`src/verilog/pcie_rx_params.svh`:
```
/* Bus widths, TLP header field positions, FMT/TYPE codes
   and user BAR indices for the receive engine */
`ifndef PCIE_RX_PARAMS_SVH
`define PCIE_RX_PARAMS_SVH

// Local-link core widths
`define TRN_DW     64       // Receive data
`define TRN_BAR_W  7        // BAR hit vector
`define USR_ADR_W  8        // User register address

//------------------------------------------------------------
// First header qword (DW0 in 63:32, DW1 in 31:0)
//------------------------------------------------------------
`define HDR_FT_HI    62     // FMT[1:0] + TYPE[4:0]
`define HDR_FT_LO    56
`define HDR_TC_HI    54     // Traffic class
`define HDR_TC_LO    52
`define HDR_TD_BIT   47     // Digest present
`define HDR_EP_BIT   46     // Poisoned
`define HDR_ATTR_HI  45
`define HDR_ATTR_LO  44
`define HDR_LEN_HI   41     // Payload length in DW
`define HDR_LEN_LO   32
`define HDR_RID_HI   31     // Requester ID
`define HDR_RID_LO   16
`define HDR_TAG_HI   15
`define HDR_TAG_LO   8
`define HDR_BE_HI    7      // Last/first DW byte enables
`define HDR_BE_LO    0

// Second qword: address DW then payload DW
`define QW1_ADR_HI   63     // ADDR[31:2]
`define QW1_ADR_LO   34
`define QW1_DAT_HI   31
`define QW1_DAT_LO   0

//------------------------------------------------------------
// FMT/TYPE codes, 3DW header only
//------------------------------------------------------------
`define FMT_TYPE_MWR32   7'b10_00000   // With data
`define FMT_TYPE_MRD32   7'b00_00000
`define FMT_TYPE_IOWR32  7'b10_00010   // With data
`define FMT_TYPE_IORD32  7'b00_00010

`define HDR_LEN_ONE  10'd1  // Only 1DW requests served

// User BARs in the hit vector
`define BAR_USR0  0
`define BAR_USR1  1

`endif

```
`src/verilog/pcie_rx_pkg.sv`:
```
/* Receive engine types: beat, completion descriptor,
   user register port, packet kind and FSM state */
`include "pcie_rx_params.svh"

package pcie_rx_pkg;

  //------------------------------------------------------------
  // One local-link receive beat, controls active low
  //------------------------------------------------------------
  typedef struct packed {
    logic [`TRN_DW-1:0] rd;         // Data qword
    logic               sof_n;      // Start of packet
    logic               eof_n;      // End of packet
    logic               src_rdy_n;  // Core presents valid data
    logic               src_dsc_n;  // Core aborts packet
  } trn_rx_t;

  // Fields the TX engine needs to build Cpl/CplD
  typedef struct packed {
    logic [6:0]  fmt_type;
    logic [2:0]  tc;                // Traffic class
    logic        td;                // Digest
    logic        ep;                // Poisoned
    logic [1:0]  attr;
    logic [9:0]  len;               // Always 1DW here
    logic [15:0] rid;               // Requester ID
    logic [7:0]  tag;
    logic [7:0]  be;                // Byte enables
  } req_desc_t;

  // User register side
  typedef struct packed {
    logic [`USR_ADR_W-1:0] adr;     // Byte address
    logic [31:0]           din;     // Write data, swapped
    logic                  wr;      // One-cycle write
    logic                  rd;      // One-cycle read
  } usr_reg_t;

  //------------------------------------------------------------
  // Packet classification
  //------------------------------------------------------------
  typedef enum logic [2:0] {
    TLP_NONE = 3'd0,                // Ignored packet
    TLP_MWR  = 3'd1,
    TLP_MRD  = 3'd2,
    TLP_IOWR = 3'd3,
    TLP_IORD = 3'd4
  } tlp_kind_e;

  // Target FSM states
  typedef enum logic [2:0] {
    ST_IDLE     = 3'd0,             // Wait for SOF
    ST_QW1      = 3'd1,             // Wait for EOF qword
    ST_WR_END   = 3'd2,             // MWr tail, no completion
    ST_RD_WAIT1 = 3'd3,             // Read strobe cycle
    ST_CPL_WAIT = 3'd4              // Hold until TX done
  } rx_state_e;

endpackage

```
`src/verilog/pcie_rx.sv`:
```
/* PCIe receive engine top, target side: header decode,
   packet FSM and user register port */
`timescale 1ns/10ps
`include "pcie_rx_params.svh"

module pcie_rx (
  input  logic                             clk,
  input  logic                             rst_n,
  // Local-link receive from the core
  input  pcie_rx_pkg::trn_rx_t             trn_rx_i,
  input  logic [`TRN_BAR_W-1:0]            trn_rbar_hit_n_i,
  output logic                             trn_rdst_rdy_n_o,
  // User registers
  output pcie_rx_pkg::usr_reg_t            usr_reg_o,
  // Completion request to the TX engine
  output logic [`QW1_ADR_HI-`QW1_ADR_LO:0] req_addr_o,
  output pcie_rx_pkg::req_desc_t           req_desc_o,
  output logic                             req_compl_o,
  input  logic                             compl_done_i
);

  import pcie_rx_pkg::*;

  tlp_kind_e tlp_kind;   // Kind of the SOF qword on the bus
  logic      hdr_load;
  logic      qw1_take;
  logic      is_write;

  //------------------------------------------------------------
  // Header decode
  //------------------------------------------------------------
  rx_hdr_decode u_hdr_decode (
    .clk        (clk),
    .rst_n      (rst_n),
    .trn_rd_i   (trn_rx_i.rd),
    .hdr_load_i (hdr_load),
    .tlp_kind_o (tlp_kind),
    .req_desc_o (req_desc_o)
  );

  // Packet sequencing and completion handshake
  rx_target_fsm u_target_fsm (
    .clk              (clk),
    .rst_n            (rst_n),
    .trn_rx_i         (trn_rx_i),
    .tlp_kind_i       (tlp_kind),
    .compl_done_i     (compl_done_i),
    .hdr_load_o       (hdr_load),
    .qw1_take_o       (qw1_take),
    .is_write_o       (is_write),
    .trn_rdst_rdy_n_o (trn_rdst_rdy_n_o),
    .req_compl_o      (req_compl_o)
  );

  //------------------------------------------------------------
  // User register access
  //------------------------------------------------------------
  usr_reg_port u_usr_reg_port (
    .clk              (clk),
    .rst_n            (rst_n),
    .trn_rd_i         (trn_rx_i.rd),
    .trn_rbar_hit_n_i (trn_rbar_hit_n_i),
    .qw1_take_i       (qw1_take),
    .is_write_i       (is_write),
    .usr_reg_o        (usr_reg_o),
    .req_addr_o       (req_addr_o)
  );

endmodule

```
`src/verilog/rx_hdr_decode.sv`:
```
/* First header qword classifier and completion descriptor register */
`timescale 1ns/10ps
`include "pcie_rx_params.svh"

module rx_hdr_decode (
  input  logic                   clk,
  input  logic                   rst_n,
  input  logic [`TRN_DW-1:0]     trn_rd_i,     // Header qword at SOF
  input  logic                   hdr_load_i,   // Capture descriptor
  output pcie_rx_pkg::tlp_kind_e tlp_kind_o,
  output pcie_rx_pkg::req_desc_t req_desc_o
);

  import pcie_rx_pkg::*;

  logic [6:0] fmt_type;
  logic [9:0] hdr_len;
  logic       len_ok;
  req_desc_t  desc_d;

  assign fmt_type = trn_rd_i[`HDR_FT_HI:`HDR_FT_LO];
  assign hdr_len  = trn_rd_i[`HDR_LEN_HI:`HDR_LEN_LO];
  assign len_ok   = (hdr_len == `HDR_LEN_ONE);   // 1DW payload only

  //------------------------------------------------------------
  // Classification
  //------------------------------------------------------------
  always_comb
  begin
    tlp_kind_o = TLP_NONE;
    if (len_ok)
    begin
      case (fmt_type)
        `FMT_TYPE_MWR32  : tlp_kind_o = TLP_MWR;
        `FMT_TYPE_MRD32  : tlp_kind_o = TLP_MRD;
        `FMT_TYPE_IOWR32 : tlp_kind_o = TLP_IOWR;
        `FMT_TYPE_IORD32 : tlp_kind_o = TLP_IORD;
        default          : tlp_kind_o = TLP_NONE;  // Cpl, 4DW, msg...
      endcase
    end
  end

  //------------------------------------------------------------
  // Descriptor fields straight from the header
  //------------------------------------------------------------
  always_comb
  begin
    desc_d.fmt_type = fmt_type;
    desc_d.tc       = trn_rd_i[`HDR_TC_HI:`HDR_TC_LO];
    desc_d.td       = trn_rd_i[`HDR_TD_BIT];
    desc_d.ep       = trn_rd_i[`HDR_EP_BIT];
    desc_d.attr     = trn_rd_i[`HDR_ATTR_HI:`HDR_ATTR_LO];
    desc_d.len      = hdr_len;
    desc_d.rid      = trn_rd_i[`HDR_RID_HI:`HDR_RID_LO];
    desc_d.tag      = trn_rd_i[`HDR_TAG_HI:`HDR_TAG_LO];
    desc_d.be       = trn_rd_i[`HDR_BE_HI:`HDR_BE_LO];   // Last/first DW BE
  end

  // Held until the next request that needs a completion
  always_ff @(posedge clk or negedge rst_n)
  begin
    if (!rst_n)
    begin
      req_desc_o <= '0;
    end
    else if (hdr_load_i)
    begin
      req_desc_o <= desc_d;
    end
  end

endmodule

```
`src/verilog/rx_target_fsm.sv`:
```
/* Target packet FSM: destination ready, header and qword capture
   strobes, completion request handshake with the TX engine */
`timescale 1ns/10ps

module rx_target_fsm (
  input  logic                   clk,
  input  logic                   rst_n,
  input  pcie_rx_pkg::trn_rx_t   trn_rx_i,
  input  pcie_rx_pkg::tlp_kind_e tlp_kind_i,       // From header decode
  input  logic                   compl_done_i,     // TX sent the Cpl/CplD
  output logic                   hdr_load_o,       // Capture descriptor
  output logic                   qw1_take_o,       // Capture addr/data
  output logic                   is_write_o,       // Packet carried data
  output logic                   trn_rdst_rdy_n_o,
  output logic                   req_compl_o
);

  import pcie_rx_pkg::*;

  rx_state_e state;
  logic      rdst_rdy_n;    // Registered ready, active low
  logic      req_compl;
  logic      is_write;      // MWr or IOWr
  logic      need_cpl;      // MRd, IOWr or IORd
  logic      beat_ok;       // Beat accepted this edge
  logic      sof_ok;
  logic      eof_ok;
  logic      kind_ok;       // Recognised request
  logic      kind_cpl;      // Recognised and needs completion

  //------------------------------------------------------------
  // Beat qualification
  //------------------------------------------------------------
  assign beat_ok = !trn_rx_i.src_rdy_n && !rdst_rdy_n && trn_rx_i.src_dsc_n;
  assign sof_ok  = beat_ok && !trn_rx_i.sof_n;
  assign eof_ok  = beat_ok && !trn_rx_i.eof_n;

  assign kind_ok  = (tlp_kind_i != TLP_NONE);
  assign kind_cpl = kind_ok && (tlp_kind_i != TLP_MWR);

  // Descriptor only for requests answered by a completion
  assign hdr_load_o = (state == ST_IDLE) && sof_ok && kind_cpl;
  assign qw1_take_o = (state == ST_QW1) && eof_ok;

  assign is_write_o       = is_write;
  assign trn_rdst_rdy_n_o = rdst_rdy_n;
  assign req_compl_o      = req_compl;

  //------------------------------------------------------------
  // State register and outputs
  //------------------------------------------------------------
  always_ff @(posedge clk or negedge rst_n)
  begin
    if (!rst_n)
    begin
      state      <= ST_IDLE;
      rdst_rdy_n <= 1'b0;             // Ready out of reset
      req_compl  <= 1'b0;
      is_write   <= 1'b0;
      need_cpl   <= 1'b0;
    end
    else
    begin
      case (state)

        ST_IDLE :
        begin
          if (sof_ok && kind_ok)
          begin
            is_write <= (tlp_kind_i == TLP_MWR) || (tlp_kind_i == TLP_IOWR);
            need_cpl <= kind_cpl;
            state    <= ST_QW1;
          end
        end

        ST_QW1 :
        begin
          if (!trn_rx_i.src_dsc_n)
          begin
            state <= ST_IDLE;         // Aborted by core, drop packet
          end
          else if (eof_ok)
          begin
            rdst_rdy_n <= 1'b1;       // Stall the bus for the tail
            if (!is_write)
              state <= ST_RD_WAIT1;
            else if (need_cpl)
            begin
              req_compl <= 1'b1;      // IOWr asks at once
              state     <= ST_CPL_WAIT;
            end
            else
              state <= ST_WR_END;
          end
        end

        // MWr: one stall cycle, then ready again
        ST_WR_END :
        begin
          rdst_rdy_n <= 1'b0;
          state      <= ST_IDLE;
        end

        // Read strobe is out, request the CplD after it
        ST_RD_WAIT1 :
        begin
          req_compl <= 1'b1;
          state     <= ST_CPL_WAIT;
        end

        ST_CPL_WAIT :
        begin
          if (compl_done_i)
          begin
            req_compl  <= 1'b0;
            rdst_rdy_n <= 1'b0;       // Release the bus
            state      <= ST_IDLE;
          end
        end

        default :
        begin
          req_compl  <= 1'b0;
          rdst_rdy_n <= 1'b0;
          state      <= ST_IDLE;
        end

      endcase
    end
  end

endmodule

```
`src/verilog/usr_reg_port.sv`:
```
/* User register port: address/data capture from the second qword,
   BAR-gated write and read strobes */
`timescale 1ns/10ps
`include "pcie_rx_params.svh"

module usr_reg_port (
  input  logic                            clk,
  input  logic                            rst_n,
  input  logic [`TRN_DW-1:0]              trn_rd_i,
  input  logic [`TRN_BAR_W-1:0]           trn_rbar_hit_n_i,  // Active low hits
  input  logic                            qw1_take_i,        // EOF qword accepted
  input  logic                            is_write_i,
  output pcie_rx_pkg::usr_reg_t           usr_reg_o,
  output logic [`QW1_ADR_HI-`QW1_ADR_LO:0] req_addr_o        // ADDR[31:2]
);

  logic        bar_usr;     // BAR 0 or 1 hit
  logic [31:0] dat_q;
  logic [31:0] dat_swap;
  logic        wr_q;
  logic        rd_q;

  assign bar_usr = !trn_rbar_hit_n_i[`BAR_USR0] || !trn_rbar_hit_n_i[`BAR_USR1];

  //------------------------------------------------------------
  // Address and strobes
  //------------------------------------------------------------
  always_ff @(posedge clk or negedge rst_n)
  begin
    if (!rst_n)
    begin
      req_addr_o <= '0;
      wr_q       <= 1'b0;
      rd_q       <= 1'b0;
    end
    else
    begin
      if (qw1_take_i)
        req_addr_o <= trn_rd_i[`QW1_ADR_HI:`QW1_ADR_LO];
      // Single-cycle pulses, dropped on a BAR miss
      wr_q <= qw1_take_i && is_write_i && bar_usr;
      rd_q <= qw1_take_i && !is_write_i && bar_usr;
    end
  end

  // Payload DW, meaningful for writes only
  always_ff @(posedge clk)
  begin
    if (qw1_take_i)
      dat_q <= trn_rd_i[`QW1_DAT_HI:`QW1_DAT_LO];
  end

  // Link delivers byte 0 in the top lane
  assign dat_swap = {dat_q[7:0], dat_q[15:8], dat_q[23:16], dat_q[31:24]};

  //------------------------------------------------------------
  // Register port, DW-aligned byte address
  //------------------------------------------------------------
  assign usr_reg_o = '{
    adr : {req_addr_o[`USR_ADR_W-3:0], 2'b00},
    din : dat_swap,
    wr  : wr_q,
    rd  : rd_q
  };

endmodule
```
`config.mk`:
```
export PLATFORM = sky130hd
export DESIGN_NAME = pcie_rx
export DESIGN_NICKNAME = d
export VERILOG_FILES = /design/src/verilog/pcie_rx_pkg.sv /design/src/verilog/pcie_rx.sv /design/src/verilog/rx_hdr_decode.sv /design/src/verilog/rx_target_fsm.sv /design/src/verilog/usr_reg_port.sv
export VERILOG_INCLUDE_DIRS = /design/src /design/src/verilog
export SDC_FILE = /design/constraint.sdc
export NUM_CORES = 1
export LEC_CHECK = 0
export ABC_AREA = 1
export BUFFER_PORTS_ARGS = -buffer_cell sky130_fd_sc_hd__buf_2
export CAP_MARGIN = 20
export CORE_UTILIZATION = 50
export CTS_CLUSTER_DIAMETER = 40
export CTS_CLUSTER_SIZE = 16
export DETAILED_ROUTE_END_ITERATION = 12
export PLACE_DENSITY_LB_ADDON = 0.1
export SYNTH_ARGS = -nofsm -noshare
export SYNTH_HDL_FRONTEND = slang
export SYNTH_SLANG_ARGS = --single-unit
```
`constraint.sdc`:
```
create_clock -name clk -period 3 [get_ports clk]
set_clock_uncertainty 0.05 [all_clocks]
set_input_delay 0 -clock clk [delete_from_list [all_inputs] [get_ports clk]]
set_output_delay 0 -clock clk [all_outputs]
set_load 0.02 [all_outputs]
```
Yosys cells after proc, flatten, opt, wreduce, memory -nomap -nowiden
Index checks and enable logic that the tools add are counted.
- bits in registers: 127
- bits in latches: 0
- bits in writable memories: 0
- ROM bits: 0
- input port bits: 78
- logic and storage cells: 87
- memories: 0
- add/subtract/negate cells: 0
- multiply operators: 0
- divide/modulo/power cells: 0
- $lt $le $gt $ge: 0
- equal/unequal tests: 18
- shift-type cells: 0
- multiplexer cells: 18
- bitwise gates (word level): 2
- reduce and logical (&&, ||, !) cells: 31
- operators with widths (kind ; number):
    $pmux W3 S4 ; 2
    $mux W3 ; 7
    $eq A7 B7 Y1 const B ; 2
    $logic_and A1 B1 Y1 ; 13
    $eq A10 B1 Y1 const B ; 1
    $eq A3 B2 Y1 const B ; 3
    $eq A7 B2 Y1 const B ; 1
    $logic_not A1 Y1 ; 7
    $logic_not A7 Y1 ; 1
    $mux W1 ; 7
    $eq A3 B1 Y1 const B ; 2
    $ne A2 B1 Y1 const B ; 3
    $ne A2 B2 Y1 const B ; 3
    $reduce_and A6 Y1 ; 1
    $pmux W1 S4 ; 1
    $reduce_and A4 Y1 ; 1
    $reduce_or A2 Y1 ; 2
    $eq A3 B3 Y1 const B ; 1
    $logic_not A3 Y1 ; 1
    $ne A3 B1 Y1 const B ; 1
    $ne A3 B2 Y1 const B ; 1
    $pmux W1 S3 ; 1
    $reduce_and A3 Y1 ; 1
    $reduce_bool A3 Y1 ; 1
    other kinds (3) ; 5

Longest topological paths before layout
- depth after elaboration: 7
- gate-level depth with buffers: 11
- depth with buffers taken out: 9

By module
From an unflattened synthesis, not the netlist that was laid out.
- cells, all modules: 393
- area, all modules: 4958.5 um2
- by module, submodules not included (module ; instances ; cells an instance ; area each (um2)):
    usr_reg_port ; 1 ; 179 ; 2306.0
    rx_hdr_decode ; 1 ; 151 ; 2209.6
    rx_target_fsm ; 1 ; 63 ; 442.9

Worst setup path after synthesis
OpenSTA, ideal clock, no wires.
- path type: reg2reg
- from: register u_target_fsm.rdst_rdy_n, in the netlist u_target_fsm.trn_rdst_rdy_n_o
- to: register u_usr_reg_port.dat_q[0] (enable)
- data arrival time: 1.576 ns
- data required time: 2.573 ns
- slack: 0.997 ns
- stages on the path, launching flop included: 7
- clock period less this slack: 2.003 ns
- cell sequence: dfrtp_1 > nor2_2 > nand3b_1 > nand2_1 > nand2_1 > nor2_4 > buf_2
- cells in the longest elaborated chain, start to end: 5
- ends and longest elaborated chain (what ; RTL line ; source):
    start: declaration ; rx_target_fsm.sv:21 ; logic rdst_rdy_n;
    start signal: assignment ; rx_target_fsm.sv:57 ; rdst_rdy_n <= 1'b0;
    start signal: assignment ; rx_target_fsm.sv:84 ; rdst_rdy_n <= 1'b1;
    start signal: assignment ; rx_target_fsm.sv:100 ; rdst_rdy_n <= 1'b0;
    $logic_not A1 Y1 ; rx_target_fsm.sv:34 ; assign beat_ok = !trn_rx_i.src_rdy_n && !rdst_rdy_n && trn_rx_i.src_dsc_n;
    $logic_and A1 B1 Y1 (2 in a row) ; rx_target_fsm.sv:34 ;
    $logic_and A1 B1 Y1 ; rx_target_fsm.sv:36 ; assign eof_ok = beat_ok && !trn_rx_i.eof_n;
    $logic_and A1 B1 Y1 ; rx_target_fsm.sv:43 ; assign qw1_take_o = (state == ST_QW1) && eof_ok;
    net qw1_take ; pcie_rx.sv:26 ; logic qw1_take;
    end signal: assignment ; usr_reg_port.sv:50 ; dat_q <= trn_rd_i[`QW1_DAT_HI:`QW1_DAT_LO];
    end: declaration ; usr_reg_port.sv:18 ; logic [31:0] dat_q;
The timed path passes the listed nets, and every way through them passes these cells.
A chain may end at the register's enable or synchronous reset.

Final worst setup path
- from: input trn_rx_i[37] (netlist name)
- to: register, netlist name u_hdr_decode.req_desc_o[32]
- cells in the longest elaborated chain, start to end: 5
- elaborated cells between the ends (all ways): 6
- classes of those cells: eq/ne: 2; mux: 1; reduce/logical: 3
- ends and longest elaborated chain (what ; RTL line ; source):
    start: declaration ; pcie_rx.sv:10 ; input pcie_rx_pkg::trn_rx_t trn_rx_i,
    $eq A10 B1 Y1 (no line) (*) ; -- ;
    $mux W3 (*) ; rx_hdr_decode.sv:31 ; if (len_ok)
    $ne A3 B1 Y1 or $reduce_bool A3 Y1 (tied branches) ; rx_target_fsm.sv:39, rx_target_fsm.sv:38 ;
    $logic_and A1 B1 Y1 (*) ; rx_target_fsm.sv:39 ; assign kind_cpl = kind_ok && (tlp_kind_i != TLP_MWR);
    $logic_and A1 B1 Y1 (*) ; rx_target_fsm.sv:42 ; assign hdr_load_o = (state == ST_IDLE) && sof_ok && kind_cpl;
Every way passes the cells marked *; elsewhere a longest branch is shown, timed or not.

==> results list <==
- Detailed routing inserted a total of 4415 vias.
* Post CTS Setup Buffer Count: 0
* CTS tree: done
- In the final routed layout, each cell accounts on average for 13.6 um.
- On the critical path, the stage with the largest delay is an instance of sky130_fd_sc_hd__dlygate4sd3_1.
- Area share of fa/ha/maj cells after synthesis: 0
- Headroom to the max-slew limit came out at 0.455.
- Final core utilization: 0.731
- Buffers placed on the I/O ports in this run total 200.
- Highest net fanout along the worst path: 42
* Number of max-slew violations in the final report: 0
- Y dimension of the die: 105 um
- Die area: 11000 um2
- The completed layout was analyzed and its total power is 5.38 mW.
* Final Setup Violations: 0
* First-pass detailed-route iteration total: 6
- After synthesis the cells add up to 5310 um2.
* Layout Nets: 868
- Clock buffer count from CTS: 17
* Timing startpoint of the critical path: trn_rx_i[37]
- The area growth from synthesis to layout is 42.0%.
- Syn Area/Cell: 10.1 um2
- For this configuration, the core starts out at a cell density of 0.514.
* Sequential fraction of the synthesis area: 0.629
- Area leader, netlist: sky130_fd_sc_hd__dfrtp_1
* Top-level I/O count: 208
* Die span in x: 105 um
- Initial antenna violation count: 0
* Leading register cell type out of synthesis: sky130_fd_sc_hd__dfrtp_1
* H-tree Lvls: 4
- The detail route stage leaves a number of antenna-violating nets equal to 0.
- Post-synth EDFFs: 32
* Initial DRC Count: 188
- The repair_antennas step left the layout with diodes totalling 0.
- For this design the static power due to leakage is 3.82 nW.
* Transition time at the pin with the least slew margin: 0.818 ns
* Root buffer selected by CTS: sky130_fd_sc_hd__clkbuf_8
* Routed Wire Length: 12.8 mm
* Fraction of the cycle the final worst path needs: 0.719
- After synthesis, the share of cell area in mux cells is 0.
* Pin count of the biggest net entering global routing: 57
* Synth Area in Compound Gates: 0.0721
- Ranked by instance count, the synthesized netlist is headed by sky130_fd_sc_hd__nand2_1 (140), sky130_fd_sc_hd__dfrtp_1 (95), sky130_fd_sc_hd__inv_1 (73), sky130_fd_sc_hd__o21bai_1 (41), sky130_fd_sc_hd__nand3_1 (40).
- The worst register-to-register path begins at u_target_fsm.trn_rdst_rdy_n_o.
* Global-route wire length before repair: 20.7 mm
- Clock-pin slew was measured on the worst setup and hold paths at 0.06 ns.
* Xor and xnor fraction of the mapped netlist area: 0
- Setup slack closes at 0.843 ns.
- Most instantiated library cell after synthesis: sky130_fd_sc_hd__nand2_1
- Power spread over the standard cell area amounts to 713 nW/um2.
* Critical path buffers and inverters: 5
- The worst setup path is of the primary input to flip-flop kind.
* All-Layer GR Usage: 0.244
- Timing analysis after detailed placement gives a worst setup slack of 1.01 ns.
- Synthesis produced a netlist whose cell count is 525.
- Delay of the slowest cell on the worst path: 0.56 ns
- Post-synthesis share of cell area spent on and, or, nand and nor gates: 0.199
* Gp weighted congestion: 0.793
- For this run, the top clock speed supported by timing is 464 MHz.
* Total number of yosys warnings: 0
- In this run the core area contains 37 standard-cell rows.
- The final-report hold violation count is 0.
* Required time of the critical path: 3.35 ns
- Number of max-cap violations: 0
- Outcome: finished clean
- Clock net sink count: 127
* Tmin final: 2.16 ns
- The share of synthesized area in the top cell type comes to 0.448.
- Kind of capture point of the worst setup path: flip-flop
* IR Drop Worst-Case VDD: 532 uV
- Count of hold-fix buffers inserted at cts: 73
- Via count of the first global-routing pass: 4319
* Final total negative setup slack: 0 ns
- The worst setup path is launched from a primary input.
- The clock passes through at most 2 buffers.
* Largest delay contributor family on the critical path: buffers and inverters
- Using the TritonRoute via totals, the vias-per-cell ratio works out to 4.70.
* Worst hold path class: primary input to asynchronous set/reset pin
* Fraction of registers with async set or reset after synthesis: 0.748
* Remaining routing DRC violations: 0
- Clock latency reported for the late side of the worst-skew pair: 0.51 ns
* Total of flip-flops plus latches after synthesis: 127
- Filler cell count: 779
* Distinct cell type count of the synthesized netlist: 25
- Summed over all layers, the global routing overflow is 0.
* Largest cells by area after synthesis: sky130_fd_sc_hd__dfrtp_1 (45%), sky130_fd_sc_hd__edfxtp_1 (18%), sky130_fd_sc_hd__nand2_1 (9.9%)
- Largest family of logic cells by synthesized area: simple AND/OR/NAND/NOR gates
* Core Box Area: 10300 um2
- Number of gates resized after CTS: 0
- Data arrives at the worst endpoint at 2.50 ns.
- Unrepaired setup endpoints after global routing: false
- Of the cells placed in the final design, the portion with a size suffix greater than 1 is 0.314.
- Detailed placement ended at an HPWL of 8.02 mm.
- The signal on the critical path passes through dlygate4sd3_1, buf_2, nor2_1, dlygate4sd3_1, nand3_2, nor2_1, nand2_1, nor2_4, buf_4, nor2_4, inv_1, nand2_1.
## per-stage QoR
step | area [um2] | cells | hold WS (ns)
after global routing | 7540 | 939 | 0.0818
final | 7540 | 939 | 0.0337
after CTS | 7540 | 939 | 0.0467
after global placement | 6280 | 834 | 0.0445
after detailed placement | 6280 | 834 | 0.0507
after floorplan | 5320 | 526 | -0.346
## final cells by class
class | instances | area (um2) | share of cell area
Tap cell | 136 | 170 | 0.0226
Timing Repair Buffer | 278 | 1770 | 0.235
Clock buffer | 23 | 437 | 0.0579
Sequential cell | 127 | 3340 | 0.442
Multi-Input combinational cell | 290 | 1450 | 0.192
Inverter | 76 | 285 | 0.0378
Clock inverter | 9 | 95.1 | 0.0126
## logic make-up after synthesis
group	Yosys count
other cells	1
flops	127
simple gates	232
buf+inv	109
compound gates	56
## power by group
part	switching, mW	total (mW)	internal (mW)
Sequential	0.128	2.20	2.08
Combinational	0.887	1.32	0.432
Clock	0.683	1.85	1.17
Total	1.70	5.38	3.68
## worst reg2reg max path: stages, from the launching register on
cell and delay (ns):
sky130_fd_sc_hd__dfrtp_1 0.41, sky130_fd_sc_hd__nor2_2 0.15, sky130_fd_sc_hd__nand3b_1 0.10, sky130_fd_sc_hd__nand2_1 0.10
sky130_fd_sc_hd__nand2_1 0.12, sky130_fd_sc_hd__nor2_4 0.11, sky130_fd_sc_hd__buf_4 0.57
## cells in the final DEF, fill, tap and decap left out, drive strengths merged, types with 11 or more instances in the layout
| master | Yosys | routed |
|---|---|---|
| buf | 33 | 205 |
| clkbuf | 0 | 23 |
| dfrtp | 95 | 95 |
| dlygate4sd3 | 0 | 73 |
| edfxtp | 32 | 32 |
| inv | 76 | 76 |
| nand2 | 141 | 141 |
| nand3 | 50 | 50 |
| nor2 | 37 | 37 |
| o21ai | 11 | 11 |
| o21bai | 41 | 41 |
## flip-flops by register name (all words and copies together) (netlist names)
register and flops:
u_target_fsm.is_write_o 1, u_target_fsm.state 3, u_usr_reg_port.req_addr_o 30, u_usr_reg_port.dat_q 32, u_usr_reg_port.rd_q 1, u_target_fsm.req_compl_o 1
u_usr_reg_port.wr_q 1, u_target_fsm.trn_rdst_rdy_n_o 1, u_hdr_decode.req_desc_o 56, u_target_fsm.need_cpl 1
## routing by layer
metal  share of wire  global-route usage  routed length [um]  up-vias
met1            0.42               0.298                5400     2092
li1                -                   -                   -     2165
met2            0.51               0.422                6540      138
met3           0.049              0.0549                 631       20
met5               0                   0                   0        -
met4           0.018              0.0936                 228        0
## final timing paths
| check | endpoint | slack [ns] | cells after the start |
|---|---|---|---|
| worst max-delay path | u_hdr_decode.req_desc_o[32] | 0.84 | 12 |
| worst min-delay path | u_hdr_decode.req_desc_o[37] | 0.03 | 2 |
| worst max register to register | u_usr_reg_port.dat_q[18] | 0.99 | 6 |
| worst min register to register | u_usr_reg_port.req_addr_o[13] | 0.42 | 2 |
| max in group asynchronous | u_usr_reg_port.req_addr_o[15] | 2.06 | 3 |
| min in group clk | u_target_fsm.is_write_o | 0.07 | 6 |
Note: power is estimated with default switching activity, not from simulation.
